**src/fetch_consts.svh**
```systemverilog
`ifndef FETCH_CONSTS_SVH
`define FETCH_CONSTS_SVH

// sv39 virtual address, one 64-bit memory word per fetch group
`define FETCH_VADDR_W 39
`define FETCH_WORD_W 64
`define FETCH_INST_W 32

// default start address after reset
`define FETCH_RESET_ADDR 39'h40_0000_0000

// rv major opcodes for control transfer
`define OPC_BRANCH 7'b1100011
`define OPC_JAL 7'b1101111
`define OPC_JALR 7'b1100111

// rvc quadrants and funct3 codes of the compressed jumps and branches
`define RVC_Q1 2'b01
`define RVC_Q2 2'b10
`define RVC_F3_J 3'b101
`define RVC_F3_JAL 3'b001
`define RVC_F3_BEQZ 3'b110
`define RVC_F3_BNEZ 3'b111
`define RVC_F3_JR 3'b100

`endif

```
**src/fetch_pkg.sv**
```systemverilog
`include "fetch_consts.svh"

package fetch_pkg;

    // full 32-bit encoding, only the major opcode matters to predecode
    typedef struct packed {
        logic [`FETCH_INST_W-8:0] upper;
        logic [6:0]               opcode;
    } inst_full_t;

    // compressed encoding sits in the low half of the slot
    // bit12 and rs1/rs2 split c.jr/c.jalr from c.mv/c.add/c.ebreak
    typedef struct packed {
        logic [15:0] unused;
        logic [2:0]  funct3;
        logic        bit12;
        logic [4:0]  rs1;
        logic [4:0]  rs2;
        logic [1:0]  quadrant;
    } inst_rvc_t;

    // one slot word, read as full or compressed depending on its low bits
    typedef union packed {
        inst_full_t full;
        inst_rvc_t  rvc;
    } inst_u;

    // group handed to decode
    // compressed[0] belongs to inst0, compressed[1] to inst1
    // count high means both slots issue
    typedef struct packed {
        inst_u      inst0;
        inst_u      inst1;
        logic [1:0] compressed;
        logic       count;
    } fetch_bundle_t;

    typedef enum logic [2:0] {
        FETCH = 3'h0,
        CACHE = 3'h1,
        VALID = 3'h2,
        RESOL = 3'h3,
        INIT  = 3'h4
    } fetch_state_e;

endpackage

```
**src/fetch_ctrl.sv**
```systemverilog
`timescale 1ns/1ps

`include "fetch_consts.svh"

module fetch_ctrl #(
    parameter logic [`FETCH_VADDR_W-1:0] RESET_ADDR = `FETCH_RESET_ADDR
) (
    input  logic                      i_clk,
    input  logic                      i_rst_n,
    input  logic                      i_mem_valid,
    input  logic                      i_output_ready,
    input  logic                      i_output_valid,
    input  logic [1:0]                i_branch,
    input  logic [1:0]                i_compressed,
    input  logic                      i_branch_valid,
    input  logic [`FETCH_VADDR_W-1:0] i_branch_target,
    output logic                      o_mem_ren,
    output logic [`FETCH_VADDR_W-1:0] o_mem_raddr,
    output logic                      o_hold
);

    fetch_pkg::fetch_state_e state;
    fetch_pkg::fetch_state_e next_state;
    fetch_pkg::fetch_state_e after_send;

    logic [`FETCH_VADDR_W-1:0] pc;
    logic [`FETCH_VADDR_W-1:0] next_pc;
    logic [3:0]                advance;
    logic                      sent;
    logic                      branched;

    // a group leaves when offered and decode takes it
    assign sent = i_output_valid && i_output_ready;
    assign branched = |i_branch;

    // after a send, stop for the resolved target if any slot jumps
    assign after_send = branched ? fetch_pkg::RESOL : fetch_pkg::FETCH;

    always_ff @(posedge i_clk or negedge i_rst_n) begin
        if (!i_rst_n) begin
            state <= fetch_pkg::INIT;
        end else begin
            state <= next_state;
        end
    end

    always_comb begin
        next_state = state;
        case (state)
            // first request goes out straight after reset
            fetch_pkg::INIT: next_state = fetch_pkg::FETCH;
            // request in flight, data may return this cycle
            fetch_pkg::FETCH: begin
                if (sent) begin
                    next_state = after_send;
                end else if (i_output_valid) begin
                    next_state = fetch_pkg::VALID;
                end else begin
                    next_state = fetch_pkg::CACHE;
                end
            end
            // memory still busy
            fetch_pkg::CACHE: begin
                if (i_mem_valid) begin
                    next_state = sent ? after_send : fetch_pkg::VALID;
                end
            end
            // group parked until decode is ready
            fetch_pkg::VALID: begin
                if (sent) begin
                    next_state = after_send;
                end
            end
            // wait for the branch unit
            fetch_pkg::RESOL: begin
                if (i_branch_valid) begin
                    next_state = fetch_pkg::FETCH;
                end
            end
            default: next_state = fetch_pkg::INIT;
        endcase
    end

    // bytes consumed by the issued slots
    // a branch in slot 0 stops the group after slot 0 itself
    always_comb begin
        casez ({i_branch[0], i_compressed})
            3'b000:  advance = 4'd8;
            3'b001,
            3'b010:  advance = 4'd6;
            3'b011:  advance = 4'd4;
            3'b1?0:  advance = 4'd4;
            default: advance = 4'd2;
        endcase
    end

    // target load only in RESOL, otherwise step on send
    always_comb begin
        next_pc = pc;
        if (state == fetch_pkg::RESOL) begin
            if (i_branch_valid) begin
                next_pc = i_branch_target;
            end
        end else if (sent) begin
            next_pc = pc + {{(`FETCH_VADDR_W-4){1'b0}}, advance};
        end
    end

    always_ff @(posedge i_clk or negedge i_rst_n) begin
        if (!i_rst_n) begin
            pc <= RESET_ADDR;
        end else begin
            pc <= next_pc;
        end
    end

    // one request per entry into FETCH, at the group shown next
    assign o_mem_ren = i_rst_n && (next_state == fetch_pkg::FETCH);
    assign o_mem_raddr = next_pc;
    assign o_hold = state == fetch_pkg::VALID;

endmodule

```
**src/fetch_hold.sv**
```systemverilog
`timescale 1ns/1ps

`include "fetch_consts.svh"

module fetch_hold (
    input  logic                     i_clk,
    input  logic                     i_rst_n,
    input  logic                     i_mem_valid,
    input  logic                     i_hold,
    input  fetch_pkg::fetch_bundle_t i_live,
    output logic                     o_output_valid,
    output fetch_pkg::fetch_bundle_t o_bundle
);

    fetch_pkg::fetch_bundle_t held;

    // capture every returned group
    // only used if decode does not take it in the return cycle
    always_ff @(posedge i_clk or negedge i_rst_n) begin
        if (!i_rst_n) begin
            held <= '0;
        end else if (i_mem_valid) begin
            held <= i_live;
        end
    end

    // live data in the return cycle, stored copy while stalled on decode
    always_comb begin
        if (i_hold) begin
            o_bundle = held;
        end else begin
            o_bundle = i_live;
        end
    end

    // a group is on offer when memory just answered or one is parked
    assign o_output_valid = i_mem_valid || i_hold;

endmodule

```
**src/fetch_pick.sv**
```systemverilog
`timescale 1ns/1ps

`include "fetch_consts.svh"

module fetch_pick (
    input  logic [`FETCH_WORD_W-1:0] i_word,
    output fetch_pkg::inst_u         o_slot0,
    output fetch_pkg::inst_u         o_slot1,
    output logic [1:0]               o_compressed
);

    logic [`FETCH_INST_W-1:0] slot1_word;

    // slot 0 always starts at the bottom of the word
    assign o_slot0 = i_word[`FETCH_INST_W-1:0];

    // a 16-bit encoding has anything other than 2'b11 in its low bits
    assign o_compressed[0] = o_slot0.rvc.quadrant != 2'b11;

    // slot 1 follows slot 0 directly
    // halfword 1 after a compressed slot 0, else word 1
    always_comb begin
        if (o_compressed[0]) begin
            slot1_word = i_word[47:16];
        end else begin
            slot1_word = i_word[63:32];
        end
    end

    assign o_slot1 = slot1_word;

    // same length rule applied at the second start
    assign o_compressed[1] = o_slot1.rvc.quadrant != 2'b11;

endmodule

```
**src/fetch_predecode.sv**
```systemverilog
`timescale 1ns/1ps

`include "fetch_consts.svh"

module fetch_predecode (
    input  fetch_pkg::inst_u i_inst,
    input  logic             i_compressed,
    output logic             o_branch
);

    logic full_hit;
    logic rvc_q1_hit;
    logic rvc_q2_hit;

    // 32-bit view: conditional branches, jal and jalr
    assign full_hit = (i_inst.full.opcode == `OPC_BRANCH) ||
                      (i_inst.full.opcode == `OPC_JAL) ||
                      (i_inst.full.opcode == `OPC_JALR);

    // quadrant 1: c.j, c.jal, c.beqz, c.bnez
    always_comb begin
        rvc_q1_hit = 1'b0;
        if (i_inst.rvc.quadrant == `RVC_Q1) begin
            case (i_inst.rvc.funct3)
                `RVC_F3_J,
                `RVC_F3_JAL,
                `RVC_F3_BEQZ,
                `RVC_F3_BNEZ: rvc_q1_hit = 1'b1;
                default:      rvc_q1_hit = 1'b0;
            endcase
        end
    end

    // quadrant 2: c.jr and c.jalr share funct3 with c.mv/c.add
    // a jump has a nonzero rs1 and rs2 of zero
    // rs1 of zero with rs2 of zero would be c.ebreak
    assign rvc_q2_hit = (i_inst.rvc.quadrant == `RVC_Q2) &&
                        (i_inst.rvc.funct3 == `RVC_F3_JR) &&
                        (i_inst.rvc.rs1 != 5'd0) &&
                        (i_inst.rvc.rs2 == 5'd0);

    // pick the view that matches the slot length
    always_comb begin
        if (i_compressed) begin
            o_branch = rvc_q1_hit || rvc_q2_hit;
        end else begin
            o_branch = full_hit;
        end
    end

endmodule

```
**src/fetch_unit.sv**
```systemverilog
`timescale 1ns/1ps

`include "fetch_consts.svh"

module fetch_unit #(
    parameter logic [`FETCH_VADDR_W-1:0] RESET_ADDR = `FETCH_RESET_ADDR
) (
    input  logic                      i_clk,
    input  logic                      i_rst_n,
    output logic                      o_mem_ren,
    output logic [`FETCH_VADDR_W-1:0] o_mem_raddr,
    input  logic [`FETCH_WORD_W-1:0]  i_mem_rdata,
    input  logic                      i_mem_valid,
    input  logic [`FETCH_VADDR_W-1:0] i_branch_target,
    input  logic                      i_branch_valid,
    input  logic                      i_output_ready,
    output logic                      o_output_valid,
    output fetch_pkg::fetch_bundle_t  o_bundle
);

    fetch_pkg::inst_u         slot0;
    fetch_pkg::inst_u         slot1;
    fetch_pkg::fetch_bundle_t live;
    logic [1:0]               compressed;
    logic [1:0]               branch;
    logic                     hold;

    // split the returned word into two slots
    fetch_pick u_pick (
        .i_word       (i_mem_rdata),
        .o_slot0      (slot0),
        .o_slot1      (slot1),
        .o_compressed (compressed)
    );

    fetch_predecode u_predecode0 (
        .i_inst       (slot0),
        .i_compressed (compressed[0]),
        .o_branch     (branch[0])
    );

    fetch_predecode u_predecode1 (
        .i_inst       (slot1),
        .i_compressed (compressed[1]),
        .o_branch     (branch[1])
    );

    // no speculation past a slot 0 branch, so slot 1 is dropped then
    assign live.inst0 = slot0;
    assign live.inst1 = slot1;
    assign live.compressed = compressed;
    assign live.count = !branch[0];

    fetch_ctrl #(
        .RESET_ADDR (RESET_ADDR)
    ) u_ctrl (
        .i_clk           (i_clk),
        .i_rst_n         (i_rst_n),
        .i_mem_valid     (i_mem_valid),
        .i_output_ready  (i_output_ready),
        .i_output_valid  (o_output_valid),
        .i_branch        (branch),
        .i_compressed    (compressed),
        .i_branch_valid  (i_branch_valid),
        .i_branch_target (i_branch_target),
        .o_mem_ren       (o_mem_ren),
        .o_mem_raddr     (o_mem_raddr),
        .o_hold          (hold)
    );

    fetch_hold u_hold (
        .i_clk          (i_clk),
        .i_rst_n        (i_rst_n),
        .i_mem_valid    (i_mem_valid),
        .i_hold         (hold),
        .i_live         (live),
        .o_output_valid (o_output_valid),
        .o_bundle       (o_bundle)
    );

endmodule

```
**config.mk**
```make
export PLATFORM = sky130hd
export DESIGN_NAME = fetch_unit
export DESIGN_NICKNAME = d
export VERILOG_FILES = /design/src/fetch_pkg.sv /design/src/fetch_ctrl.sv /design/src/fetch_hold.sv /design/src/fetch_pick.sv /design/src/fetch_predecode.sv /design/src/fetch_unit.sv
export VERILOG_INCLUDE_DIRS = /design/src
export SDC_FILE = /design/constraint.sdc
export NUM_CORES = 1
export LEC_CHECK = 0
export ABC_AREA = 1
export BUFFER_PORTS_ARGS = -buffer_cell sky130_fd_sc_hd__buf_2
export CAP_MARGIN = 20
export CORE_ASPECT_RATIO = 1.1
export CORE_MARGIN = 3
export CORE_UTILIZATION = 57
export DETAILED_ROUTE_END_ITERATION = 8
export HOLD_SLACK_MARGIN = 0.15
export PLACE_DENSITY_LB_ADDON = 0.08
export SKIP_CTS_REPAIR_TIMING = 1
export SLEW_MARGIN = 25
export SYNTH_ARGS = -nofsm -noshare
export SYNTH_HDL_FRONTEND = slang
export SYNTH_SLANG_ARGS = --single-unit
```
**constraint.sdc**
```tcl
create_clock -name i_clk -period 5.1 [get_ports i_clk]
set_input_delay 0.51 -clock i_clk [delete_from_list [all_inputs] [get_ports i_clk]]
set_output_delay 0.51 -clock i_clk [all_outputs]
set_load 0.005 [all_outputs]
```
### Word level (Yosys, flattened, before mapping)

Index checks and enable logic that the tools add are counted.

| word-level totals | value |
|---|---|
| bits in registers | 109 |
| latch bits | 0 |
| RAM bits | 0 |
| memory bits (read-only) | 0 |
| bits of input ports | 108 |
| output and inout bits | 108 |
| word-level logic and storage cells | 85 |
| memories kept | 0 |

| operators by class | value |
|---|---|
| add/subtract/negate cells | 1 |
| multiply operators | 0 |
| div/mod/pow operators | 0 |
| order comparisons | 0 |
| equality and inequality tests | 30 |
| shift-type cells | 0 |
| muxes and demuxes | 20 |
| bitwise logic cells | 0 |
| reductions and logical operators | 28 |

Operators by type and width:

| cell | number |
|---|---|
| 39-bit 2-to-1 mux | 3 |
| 67-bit 2-to-1 mux | 1 |
| 7-bit equality test, second input constant | 6 |
| 39-bit by 4-bit adder with 39-bit output | 1 |
| 32-bit 2-to-1 mux | 1 |
| 3-bit equality test, second input constant | 9 |
| 3-bit 2-to-1 mux | 5 |
| 3-bit one-hot mux with 5 select lines | 1 |
| 3-bit by 1-bit equality test with 1-bit output, second input constant | 4 |
| 3-bit by 2-bit equality test with 1-bit output, second input constant | 4 |
| 4-bit one-hot mux with 3 select lines | 1 |
| 5-bit zero test | 2 |
| 5-bit nonzero test | 2 |
| 3-bit zero test | 3 |
| 1-bit logical AND | 8 |
| 4-bit OR reduction | 2 |
| 1-bit logical OR | 7 |
| 2-bit equality test, second input constant | 3 |
| 1-bit 2-to-1 mux | 6 |
| 2-bit OR reduction | 3 |
| 2-bit by 1-bit equality test with 1-bit output, second input constant | 2 |
| 2-bit 2-to-1 mux | 2 |
| 2-bit != test, second input constant | 2 |
| 1-bit zero test | 1 |

### Longest topological paths before layout

| logic depth | value |
|---|---|
| depth in word-level cells | 15 |
| gate-level depth with buffers | 21 |
| mapped depth without buffers | 21 |

### Cells and area by module

Synthesis repeated with hierarchy kept, for this count alone.

| second synthesis, totals | value |
|---|---|
| cell total of the unflattened synthesis | 1130 |
| area total of the unflattened synthesis | 7648.6 sq um |

By module, submodules not included:

| module | times used | cells each | area an instance (sq um) | sequential area each (sq um) |
|---|---|---|---|---|
| fetch_hold | 1 | 502 | 3458.3 | 1676.6 |
| fetch_ctrl | 1 | 436 | 3200.6 | 1053.5 |
| fetch_pick | 1 | 141 | 773.2 | 0.0 |
| fetch_predecode | 2 | 25 | 106.4 | 0.0 |
| fetch_unit | 1 | 1 | 3.8 | 0.0 |

### Least setup slack after synthesis

Ideal clock, no wire load.

| timing | value |
|---|---|
| path type | input to output |
| from | in i_mem_rdata[0] |
| to | out o_mem_raddr[13] |
| arrival time | 2.842 ns |
| data required time | 4.590 ns |
| setup slack | 1.748 ns |
| cell stages on the path | 18 |
| path buffers | 1 |
| cells stage by stage | buf_2 nand3_1 nand2_1 nor2_1 inv_1 nand2_1 a21oi_1 a21oi_1 ha_1 fa_1 nand2_1 a21oi_2 inv_2 nor2_8 nand2_4 nor3_4 xor2_1 o21ai_0 |

| on the way | value |
|---|---|
| longest elaborated chain between the ends | 12 |
| elaborated cells on any way between the ends | 27 |
| those cells by class | 1 x add/sub; 11 x eq/ne; 6 x mux; 9 x reduce/logical |

RTL lines:

| element | line | source |
|---|---|---|
| from (decl) | fetch_unit.sv:12 | `` input logic [`FETCH_WORD_W-1:0] i_mem_rdata, `` |
| 2-bit equality test (no source line) | n/a |  |
| 1-bit logical AND (3 in series) | fetch_predecode.sv:37 | `` assign rvc_q2_hit = (i_inst.rvc.quadrant == `RVC_Q2) && `` |
| 1-bit logical OR | fetch_predecode.sv:45 | `o_branch = rvc_q1_hit \|\| rvc_q2_hit;` |
| 1-bit 2-to-1 mux | fetch_predecode.sv:44 | `if (i_compressed) begin` |
| 3-bit by 2-bit equality test with 1-bit output, or another cell as far along | fetch_ctrl.sv:87 | `casez ({i_branch[0], i_compressed})` |
| 2-bit OR reduction (on tied branches) | n/a |  |
| 4-bit one-hot mux with 3 select lines * | fetch_ctrl.sv:87 |  |
| 39-bit by 4-bit adder with 39-bit output * | fetch_ctrl.sv:105 | `` next_pc = pc + {{(`FETCH_VADDR_W-4){1'b0}}, advance}; `` |
| 39-bit 2-to-1 mux * | fetch_ctrl.sv:104 | `end else if (sent) begin` |
| 39-bit 2-to-1 mux * | fetch_ctrl.sv:100 | `if (state == fetch_pkg::RESOL) begin` |
| to (decl) | fetch_unit.sv:11 | `` output logic [`FETCH_VADDR_W-1:0] o_mem_raddr, `` |

Every way passes the cells marked *; elsewhere a longest branch is shown, timed or not.

### Worst setup path after layout

| timing | value |
|---|---|
| from | in i_mem_rdata[0] |
| to | out o_mem_raddr[35] |

The elaborated chain is that of the path after synthesis.

==> results.cfg <==
[setup_path]
worstPathMaxFanout = 11
worstSetupStartpointType = primary input
arrival_ns = 3.56
worst_ep_required_time_ns = 4.59
path_cells = buf_2 > nand2_2 > nand2_1 > nand2_1 > nor2_1 > inv_1 > nand2_1 > a21oi_1 > a21oi_1 > ha_1 > fa_1 > nand2_1 > a21oi_2 > inv_2 > nor2_8 > nand2_4 > nor2_1 > nand4_1 > nand2_1 > nand3_1 > nand2_1 > buf_2
path_common_cell = nand2_1
slowest_stage = nor2_1
path_class = in -> out
end_kind = output pin
slowest_delay_ns = 0.31

[sta]
finalSetupTns_ns = 0
max_freq_mhz = 245.8
fin_ws_ns = 1.032
min_period_ns = 4.068
slew_violations = 0
setup_violations = 0
maxSlewHeadroom_pct = 37.99
finalClockSkew_ns = 0.007921
tightest_slew_ns = 0.9280
period_share_pct = 79.76
hold_viol = 0
rsz0062_at_grt = false

[synthesis]
synth_area_um2 = 7116
yosysSeqAreaShare_pct = 38.37
synthCells = 1054
ys_seq_elements = 109
synth_edf_count = 0
synth_area_leaders = dfrtp_1, nand2_1, o21ai_0
synth_nets = 1166
synth_ff_type = dfrtp_1
synthDistinctLibCells = 41
ys_warn_count = 0
netlist_top_cells_count = nand2_1, o21ai_0, inv_1
synth_largest_area_cell = dfrtp_1
avgSynthCellArea_um2 = 6.751
yosysTopAreaCellShare_pct = 37.63
synth_most_common_cell = nand2_1
async_flop_share_pct = 100.0

[grt]
grt_usage_pct = 30.18
overflow = 0
antenna_found_initial = 0
grt_start_max_net_pins = 105
grt_pass1_wl_um = 33260
grt_pass1_vias = 6951

[place]
dp.cells = 1379
gp_congestion = 0.9715
post-dp-hpwl_um = 15780
dp_slack_ns = 1.068
io_buffer_count = 215

[die]
start_util_pct = 58.62
dieArea_um2 = 13860
core_area_um2 = 12140
dieWidth_um = 112.5
design.portCount = 216
rows = 42
die_h_um = 123.2

[cells_and_area]
drive_gt1_share_pct = 21.60
finalNonFillerCells = 1395
multi_input_area_um2 = 3710
post-route-util_pct = 70.05
synthToLayoutAreaGrowth_pct = 19.50
seq_area_um2 = 2730
fin_nets = 1348
diodes = 0
nFillCells = 1096

[clock_tree]
cts_buffers = 9
clock_sinks = 109
clkLatencyLatePin_ns = 0.36
clk_pin_slew_ns = 0.08
clockBufferDepth = 2
cts_tree = built
root_buffer = clkbuf_16
htree_num_levels = 3

[power_and_ir_drop]
p_leak_nw = 4.497
clkPwrFrac_pct = 19.5
powerDensity_nw_per_um2 = 443.3
p_total_w = 0.003770
intPower_w = 0.002111
p_sw_share_pct = 44.00
combPwrFrac_pct = 47.3
vdd_drop_max_mv = 0.2992
p_switching_w = 0.001659
seq_power_share_pct = 33.3

[drt]
viasPerCell = 5.395
drcViolationCount = 0
wl_um = 21180
drtIter0Drc = 478
firstDrtPassIters = 5
ant_nets = 0
wire_per_inst_um = 15.18
num_vias = 7526

[worst_hold_path]
hold_path.class = in -> async

[status]
status = finished clean

[job]
drv_cap = 0
## path summary, 6_finish.rpt
| check | start | endpoint | slack [ns] | cells after the start |
|---|---|---|---|---|
| setup / recovery | i_mem_rdata[0] | o_mem_raddr[35] | 1.03 | 22 |
| min in group i_clk | i_branch_target[0] | u_ctrl.pc[0] | 0.37 | 3 |
| hold reg to reg | u_ctrl.pc[0] | u_ctrl.pc[0] | 0.48 | 2 |
| hold / removal | i_rst_n | u_ctrl.pc[16] | 0.13 | 1 |
| max in group asynchronous | i_rst_n | u_hold.held[20] | 3.66 | 2 |
| setup reg to reg | u_ctrl.state[1] | u_ctrl.pc[6] | 2.52 | 6 |
## flip-flops by register name, summed over array words and instances (netlist names)
signal        count
u_hold.held      67
u_ctrl.state      3
u_ctrl.pc        39
## cells by family (layout without fill, tap and decap cells)
kind of cell | after synthesis | after routing | synth area share [%]
DFF | 109 | 109 | 38.37
buffers and inverters | 170 | 357 | 9.495
adders and majority gates | 4 | 4 | 0.8089
and+or+nand+nor | 525 | 525 | 31.67
xor gates and xnor gates | 15 | 15 | 1.846
AOI/OAI and AO/OA | 231 | 231 | 17.81
## area by class of cell
| type | count | share of cell area [%] |
|---|---|---|
| clock buffer | 9 | 2.649 |
| tap | 154 | 2.266 |
| clock inverter | 7 | 0.8829 |
| inverter | 121 | 5.341 |
| sequential | 109 | 32.11 |
| timing repair buffer | 220 | 13.13 |
| multi-input combinational | 775 | 43.63 |
## layer usage
layer  wire length [um]  global-route usage, %
met1               8368                  36.15
met2              10660                  52.53
met3               1343                  5.286
met4                813                  15.18
met5                  0                      0
## placed cells by master (no fill, tap or decap), drive strengths merged, types with 2 or more instances in the layout
master    n
nand3    47
nor3     17
buf     220
nand4    14
a22oi    35
nor2     70
clkinv    5
o211ai    4
xor2     10
o21ai   179
xnor2     5
clkbuf    9
a21oi     9
dfrtp   107
ha        3
nand2   370
nand3b    2
dfstp     2
or2       3
inv     122
## per-stage QoR
stage          hold slack, ns  instance area [um^2]
2_1_floorplan          0.2144                  7116
3_3_place_gp           0.4579                  8203
3_5_place_dp           0.4621                  8203
4_1_cts                0.1521                  8503
5_1_grt                0.1724                  8503
6_report               0.1296                  8503
## worst max-delay path: cells and delay by family
family,cells,cell delay [ns]
adder cells (fa/ha/maj),2,0.49
AO/OA/AOI/OAI,3,0.40
AND/OR/NAND/NOR,13,1.62
buffers and inverters,4,0.54
## power by group through the flow
stage / logic (W) / clock network (W) / registers (W)
finish: 0.00178 / 0.000734 / 0.00125
global route: 0.00202 / 0.000770 / 0.00128
CTS: 0.00179 / 0.000738 / 0.00125
detailed placement: 0.00178 / 0 / 0.00126
global placement: 0.00176 / 0 / 0.00126
floorplan: 0.00109 / 0 / 0.00121
Note: power is estimated with default switching activity, not from simulation.
